`src/logic/laser_pkg.sv`:
```
package laser_pkg;

    // grid coordinates, 0..15 on both axes
    localparam int COORD_W = 4;

    typedef logic [COORD_W-1:0] coord_t;

    localparam coord_t GRID_MAX = coord_t'(15);

    // point counts and point indices, up to 63 points per job
    localparam int CNT_W = 6;

    typedef logic [CNT_W-1:0] count_t;

    typedef enum logic [2:0] {
        IDLE   = 3'd0,
        LOAD   = 3'd1,
        PASS1  = 3'd2,   // search for circle one
        PASS2  = 3'd3,   // search for circle two, circle one points excluded
        REPORT = 3'd4
    } ctrl_state_t;

endpackage

```
`src/logic/best_select.sv`:
```
`timescale 1ns/1ps

module best_select #(
    parameter int N_POINTS = 40
) (
    input  logic                CLK,
    input  logic                RST,
    input  logic                result_valid,
    input  laser_pkg::count_t   result_count,
    input  logic [N_POINTS-1:0] result_mask,
    input  laser_pkg::coord_t   result_x,
    input  laser_pkg::coord_t   result_y,
    input  logic                second_pass,
    input  logic                pass_end,
    output logic [N_POINTS-1:0] c1_mask,
    output laser_pkg::coord_t   c1_x,
    output laser_pkg::coord_t   c1_y,
    output laser_pkg::coord_t   c2_x,
    output laser_pkg::coord_t   c2_y,
    output logic                done
);

    logic                have_best;   // a result has been seen this pass
    logic                take;
    logic                p1_ended;
    laser_pkg::count_t   best_count;
    logic [N_POINTS-1:0] best_mask;
    laser_pkg::coord_t   best_x;
    laser_pkg::coord_t   best_y;
    laser_pkg::coord_t   hold_x;      // circle one, kept until report
    laser_pkg::coord_t   hold_y;

    // strictly greater, so the earliest center wins ties
    assign take = result_valid && (!have_best || result_count > best_count);

    always_ff @(posedge CLK) begin
        if (take) begin
            best_count <= result_count;
            best_mask  <= result_mask;
            best_x     <= result_x;
            best_y     <= result_y;
        end
        if (pass_end && !second_pass) begin
            c1_mask <= best_mask;
            hold_x  <= best_x;
            hold_y  <= best_y;
        end
    end

    always_ff @(posedge CLK or posedge RST) begin
        if (RST) begin
            have_best <= 1'b0;
            p1_ended  <= 1'b0;
            done      <= 1'b0;
            c1_x      <= '0;
            c1_y      <= '0;
            c2_x      <= '0;
            c2_y      <= '0;
        end else begin
            done <= 1'b0;
            if (pass_end) begin
                have_best <= 1'b0;
            end else if (result_valid) begin
                have_best <= 1'b1;
            end

            if (pass_end && !second_pass) begin
                p1_ended <= 1'b1;
            end else if (done) begin
                p1_ended <= 1'b0;
            end

            if (pass_end && second_pass) begin   // all four move together
                c1_x <= hold_x;
                c1_y <= hold_y;
                c2_x <= best_x;
                c2_y <= best_y;
                done <= 1'b1;
            end
        end
    end

    a_done_after_pass1: assert property (
        @(posedge CLK) disable iff (RST)
        $rose(done) |-> p1_ended
    ) else $error("done raised without a finished first pass");

endmodule

```
`src/logic/cover_counter.sv`:
```
`timescale 1ns/1ps

module cover_counter #(
    parameter int N_POINTS = 40
) (
    input  logic                CLK,
    input  logic                RST,
    input  logic                scan_en,
    input  logic                second_pass,
    input  logic                last_point,
    input  laser_pkg::count_t   point_idx,
    input  laser_pkg::coord_t   cx,
    input  laser_pkg::coord_t   cy,
    input  laser_pkg::coord_t   px,
    input  laser_pkg::coord_t   py,
    input  logic [N_POINTS-1:0] c1_mask,
    output logic                result_valid,
    output laser_pkg::count_t   result_count,
    output logic [N_POINTS-1:0] result_mask,
    output laser_pkg::coord_t   result_x,
    output laser_pkg::coord_t   result_y
);

    laser_pkg::coord_t   dx;
    laser_pkg::coord_t   dy;
    laser_pkg::coord_t   d_big;
    laser_pkg::coord_t   d_small;
    logic                in_circle;
    logic                hit;
    logic [N_POINTS-1:0] hit_bit;
    laser_pkg::count_t   acc_count;
    logic [N_POINTS-1:0] acc_mask;

    assign dx      = (cx > px) ? cx - px : px - cx;
    assign dy      = (cy > py) ? cy - py : py - cy;
    assign d_big   = (dx > dy) ? dx : dy;
    assign d_small = (dx > dy) ? dy : dx;

    // dx^2 + dy^2 <= 16 on the integer grid
    assign in_circle = (d_big < 3) ||
                       (d_big == 3 && d_small < 3) ||
                       (d_big == 4 && d_small == 0);

    assign hit     = in_circle && !(second_pass && c1_mask[point_idx]);
    assign hit_bit = N_POINTS'(hit) << point_idx;

    always_ff @(posedge CLK or posedge RST) begin
        if (RST) begin
            result_valid <= 1'b0;
            acc_count    <= '0;
            acc_mask     <= '0;
        end else begin
            result_valid <= last_point;
            if (last_point) begin   // next center starts clean
                acc_count <= '0;
                acc_mask  <= '0;
            end else if (scan_en) begin
                acc_count <= acc_count + hit;
                acc_mask  <= acc_mask | hit_bit;
            end
        end
    end

    // final point of the center folded in here
    always_ff @(posedge CLK) begin
        if (last_point) begin
            result_count <= acc_count + hit;
            result_mask  <= acc_mask | hit_bit;
            result_x     <= cx;
            result_y     <= cy;
        end
    end

    a_count_bound: assert property (
        @(posedge CLK) disable iff (RST)
        result_valid |-> (result_count <= N_POINTS)
    ) else $error("covered count %0d exceeds point count", result_count);

endmodule

```
`src/logic/laser_ctrl.sv`:
```
`timescale 1ns/1ps

module laser_ctrl #(
    parameter int N_POINTS = 40
) (
    input  logic              CLK,
    input  logic              RST,
    input  logic              in_valid,
    output logic              wr_en,
    output laser_pkg::count_t point_idx,
    output logic              scan_en,
    output logic              second_pass,
    output logic              last_point,
    output laser_pkg::coord_t cx,
    output laser_pkg::coord_t cy,
    output logic              pass_end
);

    localparam laser_pkg::count_t LAST_IDX = laser_pkg::count_t'(N_POINTS - 1);

    laser_pkg::ctrl_state_t state;
    laser_pkg::ctrl_state_t state_nxt;

    logic in_pass;
    logic drain;         // cycle after the final center, last result in flight
    logic idx_wrap;
    logic last_center;

    assign in_pass     = (state == laser_pkg::PASS1) || (state == laser_pkg::PASS2);
    assign wr_en       = (state == laser_pkg::LOAD) && in_valid;
    assign scan_en     = in_pass && !drain && !pass_end;
    assign second_pass = (state == laser_pkg::PASS2);
    assign idx_wrap    = (point_idx == LAST_IDX);
    assign last_point  = scan_en && idx_wrap;
    assign last_center = (cx == laser_pkg::GRID_MAX) && (cy == laser_pkg::GRID_MAX);

    always_comb begin
        state_nxt = state;
        case (state)
            laser_pkg::IDLE: begin
                state_nxt = laser_pkg::LOAD;
            end
            laser_pkg::LOAD: begin
                if (wr_en && idx_wrap) begin
                    state_nxt = laser_pkg::PASS1;
                end
            end
            laser_pkg::PASS1: begin
                if (pass_end) begin
                    state_nxt = laser_pkg::PASS2;
                end
            end
            laser_pkg::PASS2: begin
                if (pass_end) begin
                    state_nxt = laser_pkg::REPORT;
                end
            end
            laser_pkg::REPORT: begin
                state_nxt = laser_pkg::LOAD;   // next job, no reset needed
            end
            default: begin
                state_nxt = laser_pkg::IDLE;
            end
        endcase
    end

    always_ff @(posedge CLK or posedge RST) begin
        if (RST) begin
            state     <= laser_pkg::IDLE;
            point_idx <= '0;
            cx        <= '0;
            cy        <= '0;
            drain     <= 1'b0;
            pass_end  <= 1'b0;
        end else begin
            state    <= state_nxt;
            drain    <= last_point && last_center;
            pass_end <= drain;

            // one index counter serves both loading and scanning
            if (wr_en || scan_en) begin
                point_idx <= idx_wrap ? '0 : point_idx + 1'b1;
            end

            if (last_point) begin   // x fastest, row by row
                cx <= (cx == laser_pkg::GRID_MAX) ? '0 : cx + 1'b1;
                if (cx == laser_pkg::GRID_MAX) begin
                    cy <= (cy == laser_pkg::GRID_MAX) ? '0 : cy + 1'b1;
                end
            end
        end
    end

    // host only loads between jobs
    a_no_strobe_in_scan: assert property (
        @(posedge CLK) disable iff (RST)
        in_pass |-> !in_valid
    ) else $error("in_valid strobe arrived during a search pass");

endmodule

```
`src/logic/laser_top.sv`:
```
`timescale 1ns/1ps

module laser_top #(
    parameter int N_POINTS = 40
) (
    input  logic              CLK,
    input  logic              RST,
    input  logic              in_valid,
    input  laser_pkg::coord_t x,
    input  laser_pkg::coord_t y,
    output laser_pkg::coord_t c1_x,
    output laser_pkg::coord_t c1_y,
    output laser_pkg::coord_t c2_x,
    output laser_pkg::coord_t c2_y,
    output logic              done
);

    logic                wr_en;
    laser_pkg::count_t   point_idx;
    logic                scan_en;
    logic                second_pass;
    logic                last_point;
    logic                pass_end;
    laser_pkg::coord_t   cx;
    laser_pkg::coord_t   cy;
    laser_pkg::coord_t   px;
    laser_pkg::coord_t   py;
    logic [N_POINTS-1:0] c1_mask;

    logic                result_valid;
    laser_pkg::count_t   result_count;
    logic [N_POINTS-1:0] result_mask;
    laser_pkg::coord_t   result_x;
    laser_pkg::coord_t   result_y;

    laser_ctrl #(
        .N_POINTS (N_POINTS)
    ) u_ctrl (
        .CLK         (CLK),
        .RST         (RST),
        .in_valid    (in_valid),
        .wr_en       (wr_en),
        .point_idx   (point_idx),
        .scan_en     (scan_en),
        .second_pass (second_pass),
        .last_point  (last_point),
        .cx          (cx),
        .cy          (cy),
        .pass_end    (pass_end)
    );

    point_store #(
        .N_POINTS (N_POINTS)
    ) u_store (
        .CLK       (CLK),
        .wr_en     (wr_en),
        .point_idx (point_idx),
        .x         (x),
        .y         (y),
        .px        (px),
        .py        (py)
    );

    cover_counter #(
        .N_POINTS (N_POINTS)
    ) u_count (
        .CLK          (CLK),
        .RST          (RST),
        .scan_en      (scan_en),
        .second_pass  (second_pass),
        .last_point   (last_point),
        .point_idx    (point_idx),
        .cx           (cx),
        .cy           (cy),
        .px           (px),
        .py           (py),
        .c1_mask      (c1_mask),
        .result_valid (result_valid),
        .result_count (result_count),
        .result_mask  (result_mask),
        .result_x     (result_x),
        .result_y     (result_y)
    );

    best_select #(
        .N_POINTS (N_POINTS)
    ) u_best (
        .CLK          (CLK),
        .RST          (RST),
        .result_valid (result_valid),
        .result_count (result_count),
        .result_mask  (result_mask),
        .result_x     (result_x),
        .result_y     (result_y),
        .second_pass  (second_pass),
        .pass_end     (pass_end),
        .c1_mask      (c1_mask),
        .c1_x         (c1_x),
        .c1_y         (c1_y),
        .c2_x         (c2_x),
        .c2_y         (c2_y),
        .done         (done)
    );

endmodule

```
`src/logic/point_store.sv`:
```
`timescale 1ns/1ps

module point_store #(
    parameter int N_POINTS = 40
) (
    input  logic              CLK,
    input  logic              wr_en,
    input  laser_pkg::count_t point_idx,
    input  laser_pkg::coord_t x,
    input  laser_pkg::coord_t y,
    output laser_pkg::coord_t px,
    output laser_pkg::coord_t py
);

    laser_pkg::coord_t mem_x [N_POINTS];
    laser_pkg::coord_t mem_y [N_POINTS];

    always_ff @(posedge CLK) begin
        if (wr_en) begin
            mem_x[point_idx] <= x;
            mem_y[point_idx] <= y;
        end
    end

    // read port shares the index with the write port
    assign px = mem_x[point_idx];
    assign py = mem_y[point_idx];

endmodule

```
`config.mk`:
```
export PLATFORM = sky130hd
export DESIGN_NAME = laser_top
export DESIGN_NICKNAME = d
export VERILOG_FILES = /design/src/logic/laser_pkg.sv /design/src/logic/best_select.sv /design/src/logic/cover_counter.sv /design/src/logic/laser_ctrl.sv /design/src/logic/laser_top.sv /design/src/logic/point_store.sv
export SDC_FILE = /design/constraint.sdc
export NUM_CORES = 1
export LEC_CHECK = 0
export ABC_AREA = 1
export BUFFER_PORTS_ARGS = -buffer_cell sky130_fd_sc_hd__buf_4
export CAP_MARGIN = 40
export CORE_MARGIN = 5
export CORE_UTILIZATION = 60
export CTS_CLUSTER_DIAMETER = 40
export DETAILED_ROUTE_END_ITERATION = 8
export GPL_TIMING_DRIVEN = 1
export PLACE_DENSITY = 0.76
export SLEW_MARGIN = 20
export SYNTH_ARGS = -nofsm -noshare
export SYNTH_HDL_FRONTEND = slang
export SYNTH_SLANG_ARGS = --single-unit
```
`constraint.sdc`:
```
create_clock -name CLK -period 6.7 [get_ports CLK]
set_clock_uncertainty 0.05 [all_clocks]
set_input_delay 1.34 -clock CLK [delete_from_list [all_inputs] [get_ports CLK]]
set_output_delay 1.34 -clock CLK [all_outputs]
set_load 0.02 [all_outputs]
```
After elaboration in Yosys (flattened, before gate mapping)

Memories as Yosys holds them, arrays and structs flattened.
Cells that the tools add are included.

Register bits: 240
Bits in writable memories: 320
Bits of input ports: 11
Output and inout port bits: 17
Logic and storage cells: 110
Memories: 2

Add/subtract/negate cells: 8
$lt $le $gt $ge: 7
Equal/unequal tests: 12
Shift operators: 1
Mux-type cells: 22
Bitwise gates (word level): 1
Reductions and logical operators: 31

Memory list:

| memory        | words | width | rd ports | clocked after Yosys merged registers in | wr ports | line              | text |
|---|---|---|---|---|---|---|---|
| u_store.mem_x | 40    | 4     | 1        | 0                                       | 1        | point_store.sv:15 | `laser_pkg::coord_t mem_x [N_POINTS];` |
| u_store.mem_y | 40    | 4     | 1        | 0                                       | 1        | point_store.sv:16 | `laser_pkg::coord_t mem_y [N_POINTS];` |

Operator list:

| kind                  | number |
|---|---|
| $mux W40              | 2 |
| $or A40 B40 Y40       | 1 |
| $shl A1 B6 Y40        | 1 |
| $mux W4               | 6 |
| $mux W6               | 3 |
| $sub A4 B4 Y4         | 4 |
| $logic_and A1 B1 Y1   | 14 |
| $gt A4 B4 Y1          | 3 |
| $pmux W3 S4           | 1 |
| $mux W3               | 3 |
| $add A4 B1 Y4 const B | 2 |
| $eq A4 B4 Y1 const B  | 2 |
| $lt A4 B2 Y1 const B  | 2 |
| $lt A6 B7 Y1 const B  | 1 |
| $add A6 B1 Y6         | 1 |
| $add A6 B1 Y6 const B | 1 |
| $bmux W1 S6           | 1 |
| $eq A3 B2 Y1 const B  | 2 |
| $eq A6 B6 Y1 const B  | 1 |
| $gt A6 B6 Y1          | 1 |
| $mux W1               | 6 |
| $logic_not A1 Y1      | 5 |
| $logic_or A1 B1 Y1    | 5 |
| $eq A4 B2 Y1 const B  | 1 |
| other kinds (11)      | 13 |

Logic depth before layout (Yosys ltp)

An unclocked memory read counts as a cell.

Word-level depth: 14
Depth in mapped cells: 42
Gate-level depth less buffers: 38

Hierarchy

From an unflattened synthesis, not the netlist that was laid out.

Cells, all modules: 2220
Area, all modules: 24009.3 um^2

By module, submodules not included:

| module        | instances | cells an instance | area each (um^2) |
|---|---|---|---|
| point_store   | 1         | 1259              | 13503.0 |
| cover_counter | 1         | 625               | 5515.3 |
| best_select   | 1         | 208               | 3945.0 |
| laser_ctrl    | 1         | 128               | 1046.0 |

Least setup slack after synthesis

OpenSTA, ideal clock, no wires.

Path type: flip-flop to flip-flop
From: register u_count.result_count[5]
To: register u_best.best_count[0], enable pin
Data arrival time: 5041 ps
Setup slack: 1061 ps
Stages on the path, launching flop included: 7
Clock period less this slack: 5639 ps
Path through: edfxtp_1 ha_1 nand2_1 nor2_1 a21oi_1 a32o_1 a21boi_0

Cells in the longest elaborated chain, start to end: 3

Ends and longest elaborated chain:

| element                  | line                | text |
|---|---|---|
| start: declaration       | cover_counter.sv:18 | `output laser_pkg::count_t result_count,` |
| start signal: assignment | cover_counter.sv:67 | `result_count <= acc_count + hit;` |
| $gt A6 B6 Y1             | best_select.sv:34   | `assign take = result_valid && (!have_best \|\| result_count > best_count);` |
| $logic_or A1 B1 Y1       | best_select.sv:34   |  |
| $logic_and A1 B1 Y1      | best_select.sv:34   |  |
| net u_best.take          | best_select.sv:24   | `logic take;` |
| end signal: assignment   | best_select.sv:38   | `best_count <= result_count;` |
| end: declaration         | best_select.sv:26   | `laser_pkg::count_t best_count;` |

The timed path passes the listed nets, and every way through them passes these cells.
A chain may end at the register's enable or synchronous reset.

Final worst setup path

From: register u_ctrl.point_idx[2]
To: register u_count.acc_count[2]

Cells in the longest elaborated chain, start to end: 13
Elaborated cells between the ends (all ways): 33

Ends and longest elaborated chain:

| element                                             | line                                     | text |
|---|---|---|
| start: declaration                                  | laser_ctrl.sv:10                         | `output laser_pkg::count_t point_idx,` |
| start signal: assignment                            | laser_ctrl.sv:82                         | `point_idx <= idx_wrap ? '0 : point_idx + 1'b1;` |
| $mem_v2 Z40 W4 (on tied branches)                   | n/a                                      |  |
| $sub A4 B4 Y4 (tied with other cells)               | cover_counter.sv:34                      | `assign dx = (cx > px) ? cx - px : px - cx;` |
| $mux W4 (on tied branches)                          | cover_counter.sv:34, cover_counter.sv:35 |  |
| $gt A4 B4 Y1                                        | cover_counter.sv:36, cover_counter.sv:37 |  |
| $mux W4 (on tied branches)                          | cover_counter.sv:37, cover_counter.sv:36 |  |
| $lt A4 B2 Y1 / $eq A4 B2 Y1 (equally long branches) | cover_counter.sv:41                      | `(d_big == 3 && d_small < 3) \|\|` |
| $logic_and A1 B1 Y1                                 | cover_counter.sv:41                      |  |
| $logic_or A1 B1 Y1                                  | cover_counter.sv:40                      | `assign in_circle = (d_big < 3) \|\|` |
| $logic_or A1 B1 Y1                                  | cover_counter.sv:41                      |  |
| $logic_and A1 B1 Y1                                 | cover_counter.sv:44                      | `assign hit = in_circle && !(second_pass && c1_mask[point_idx]);` |
| $add A6 B1 Y6                                       | cover_counter.sv:58                      | `acc_count <= acc_count + hit;` |
| $mux W6                                             | cover_counter.sv:57                      | `end else if (scan_en) begin` |
| $mux W6                                             | cover_counter.sv:54                      | `if (last_point) begin` |
| end signal: assignment                              | cover_counter.sv:58                      |  |
| end: declaration                                    | cover_counter.sv:31                      | `laser_pkg::count_t acc_count;` |

Several ways; a longest one is shown, not always the timed one. The select of a mux whose other input is x is not followed.

==> results.cfg <==
[timing]
relSlewSlack = 0.425
drv_slew = 0
fin_crit_sh = 0.894
fin_setup_tns_ps = 0
period_minus_slack_ps = 5990
worst_pin_slew_ps = 859
rsz0062_at_grt = no
clock.fmax_mhz = 167
setup_viol = 0
hold_violations = 0

[power]
p_leak_nw = 9.78
p_sw_frac = 0.192
combPwrFrac = 0.007
pwr_density_cell_nw_per_um2 = 274
ir_drop_mv = 0.234
pwr-share-clk = 0.446
seq_power_share = 0.547
fin_total_pwr_w = 0.00688
p_sw_w = 0.00132
power.internal_w = 0.00556

[global_routing]
grt_pass1_vias = 13800
grt_util_all_layers = 0.250
grt_antenna_before_repair = 0
gr-total-overflow = 0
grt_first_pass_wirelength_um = 79500
grt_start_max_net_pins = 62

[worst_setup_path]
r2r_cells = 34
crit_slowest_cell = dfrtp_1
critPathKind = reg2reg
arrival_ps = 6430
cpLargestDelayFamily = simple AND/OR/NAND/NOR gates
cp_max_fo = 35
timing.rr.end = u_count.acc_count[2]
crit_required_ps = 7130
r2r_start = u_ctrl.point_idx[2]
path_common_cell = nand2_1
crit_path_max_incr_delay_ps = 680
startpoint_type = register
r2r_slack_ps = 710
timing.critical_path.buf_inv = 6
end_kind = register

[place]
hpwl_um = 31400
io_buffers = 27
gp_congestion = 0.892

[logic_synthesis]
synth_flop_cell = edfxtp_1
yosysSeqAreaShare = 0.730
syn_area_um2 = 22500
syn_avg_cell_area_um2 = 12.7
synth_edf_count = 476
synth_cells = 1775
yosysUniqueCellTypes = 52
ys_async_sr_fraction = 0.150
syn_nets = 1819
yosys_warnings = 0
synth_seq_cells = 560

[final_layout]
finalNetCount = 1884
layout-drive-gt1-share = 0.116
diodes = 0
area_growth_pct = 11.9
fill_cells = 2512

[clocking]
cts_tree = done
ctsResizeCount = 0
cts.clk_slew.worst_paths_ps = 60
htreeDepth = 2
post_cts_buffers = 0
clockRootBuffer = clkbuf_16
clock_path_buffers = 3
cts_buffers = 57
cts.sinks = 560
clk-insertion-delay-late_ps = 600
hold_buffers = 0

[detailed_routing]
wirelength_um = 51100
ant_nets = 0
vias = 13900
post_drt_via_cell_ratio = 5.93
first_pass_iters = 8
wl_per_cell_um = 21.8
drt_iter0_markers = 1475
remaining_drc_errors = 0

[die]
start_util = 0.611
fp.coreArea_um2 = 36800
die_y_um = 204
die_area_um2 = 41400
io_pins = 28
die_w_um = 204
fp-row-count = 70

[min_path]
worstHoldEndpoint = u_best.best_mask[27]
holdCritStartpoint = u_count.result_mask[27]
hold-path-cell-count = 0
hp-class = reg2reg

[status]
outcome = complete, no violations

[flow_run]
maxCapViolations = 0
through the flow:
step | std cells | hold WS (ps) | cell area, um2 | util | setup slack, ps
detailed placement | 2239 | 340 | 23200 | 0.631 | 811
floorplan | 1775 | 304 | 22500 | - | 1060
CTS | 2340 | 343 | 25000 | 0.680 | 713
global route | 2350 | 371 | 25100 | 0.683 | 184
finish | 2350 | 360 | 25100 | 0.683 | 707
global placement | 2233 | 338 | 23200 | 0.630 | 1020
power by group through the flow:
stage                     clock network, W  registers, W   logic (W)
after CTS                          0.00309       0.00377   0.0000477
after global routing               0.00325       0.00376   0.0000536
after floorplan                          0       0.00384  0.00000737
after global placement                   0       0.00384   0.0000455
final                              0.00307       0.00377   0.0000492
after detailed placement                 0       0.00384   0.0000475
cell type report:
class	count	area, um2	area share
Sequential cell	560	16400	0.652
Multi-Input combinational cell	1012	5220	0.208
Clock buffer	74	1550	0.0617
Timing Repair Buffer	77	623	0.0248
Tap cell	468	586	0.0233
Inverter	132	499	0.0199
Clock inverter	27	265	0.0106
cell families after synthesis:
family / count (synthesis) / synth area share
compound gates: 161 / 0.0503
xor+xnor: 12 / 0.00468
simple gates: 806 / 0.156
fa+ha+maj: 33 / 0.0197
buf+inv: 203 / 0.0392
flops: 560 / 0.730
registers in the layout, indices dropped and copies added, names as in the netlist, 6 cells and up:
register / flops
u_count.acc_count: 6
u_count.result_count: 6
u_count.result_mask: 40
u_best.best_count: 6
u_store.mem_x: 160
u_best.c1_mask: 40
u_best.best_mask: 40
u_ctrl.point_idx: 6
u_count.acc_mask: 40
u_store.mem_y: 160
synthesized netlist by cell type (2+ instances only):
master,count,area [um2]
o21ai_0,31,155
a21oi_1,29,145
o211ai_1,3,22.5
nor2_4,9,101
nor2_2,3,18.8
a221oi_1,17,149
buf_1,4,15.0
o21bai_1,3,22.5
buf_4,6,45.0
nand3_2,4,40.0
dfrtp_1,84,2100
xor2_1,10,87.6
buf_2,34,170
a22o_1,12,105
nor3b_1,2,15.0
a221oi_2,2,30.0
a31o_2,2,17.5
nand3b_1,6,45.0
nand3_1,45,225
o31ai_1,2,15.0
nor2_1,79,297
nor3_2,6,60.1
buf_6,7,78.8
inv_2,15,56.3
o2111ai_1,5,43.8
edfxtp_1,476,14300
nand4_1,71,444
nor3_1,7,35.0
inv_1,115,432
nand2_1,559,2100
and3_1,7,43.8
o21ai_1,4,20.0
fa_1,4,80.1
ha_1,29,363
xnor2_1,2,17.5
clkbuf_1,20,75.1
a22oi_1,42,315
nand2_2,4,25.0
a41oi_1,2,17.5
worst register-to-register path, delay by kind of cell (launching register included):
kind                       cells  cell delay [ps]
xor gates and xnor gates       1              180
and+or+nand+nor               19             2190
buffers and inverters          6              790
DFF                            1              680
adders and majority gates      4             1150
AOI/OAI and AO/OA              4              840
placed cells by master (no fill, tap or decap), types with 5 or more instances in the layout:
| cell | n |
|---|---|
| nor2_4 | 10 |
| a221oi_1 | 17 |
| nand3b_1 | 6 |
| inv_6 | 6 |
| and3_1 | 7 |
| clkbuf_16 | 58 |
| xor2_1 | 10 |
| dfrtp_1 | 84 |
| ha_1 | 29 |
| clkinv_1 | 6 |
| a22o_1 | 12 |
| nor3_1 | 7 |
| clkbuf_1 | 12 |
| nand4_1 | 71 |
| o2111ai_1 | 5 |
| buf_4 | 74 |
| nor2_1 | 77 |
| edfxtp_1 | 476 |
| nand2_1 | 559 |
| nor3_2 | 6 |
| a22oi_1 | 42 |
| inv_1 | 114 |
| inv_2 | 15 |
| clkinv_2 | 9 |
| o21ai_0 | 31 |
| nand3_1 | 45 |
| a21oi_1 | 29 |
routing by layer:
metal | vias up | part of all wire | GRT usage
li1 | 6349 | - | -
met1 | 6780 | 0.39 | 0.340
met2 | 696 | 0.49 | 0.411
met3 | 117 | 0.094 | 0.0491
met4 | 0 | 0.031 | 0.0838
met5 | - | 0 | 0
how the worst max path moves through the flow:
stage / from / end / slack [ps] / depth (start not counted)
floorplan: u_count.result_count[5] / u_best.best_count[0] / 1060 / 6
global placement: u_ctrl.point_idx[2] / u_count.acc_count[2] / 1020 / 34
detailed placement: u_ctrl.point_idx[2] / u_count.acc_count[4] / 810 / 36
CTS: u_ctrl.point_idx[2] / u_count.acc_count[4] / 710 / 36
global route: u_ctrl.point_idx[2] / u_count.acc_count[4] / 180 / 36
finish: u_ctrl.point_idx[2] / u_count.acc_count[2] / 710 / 34
No activity file was read; power rests on OpenSTA's default activity.
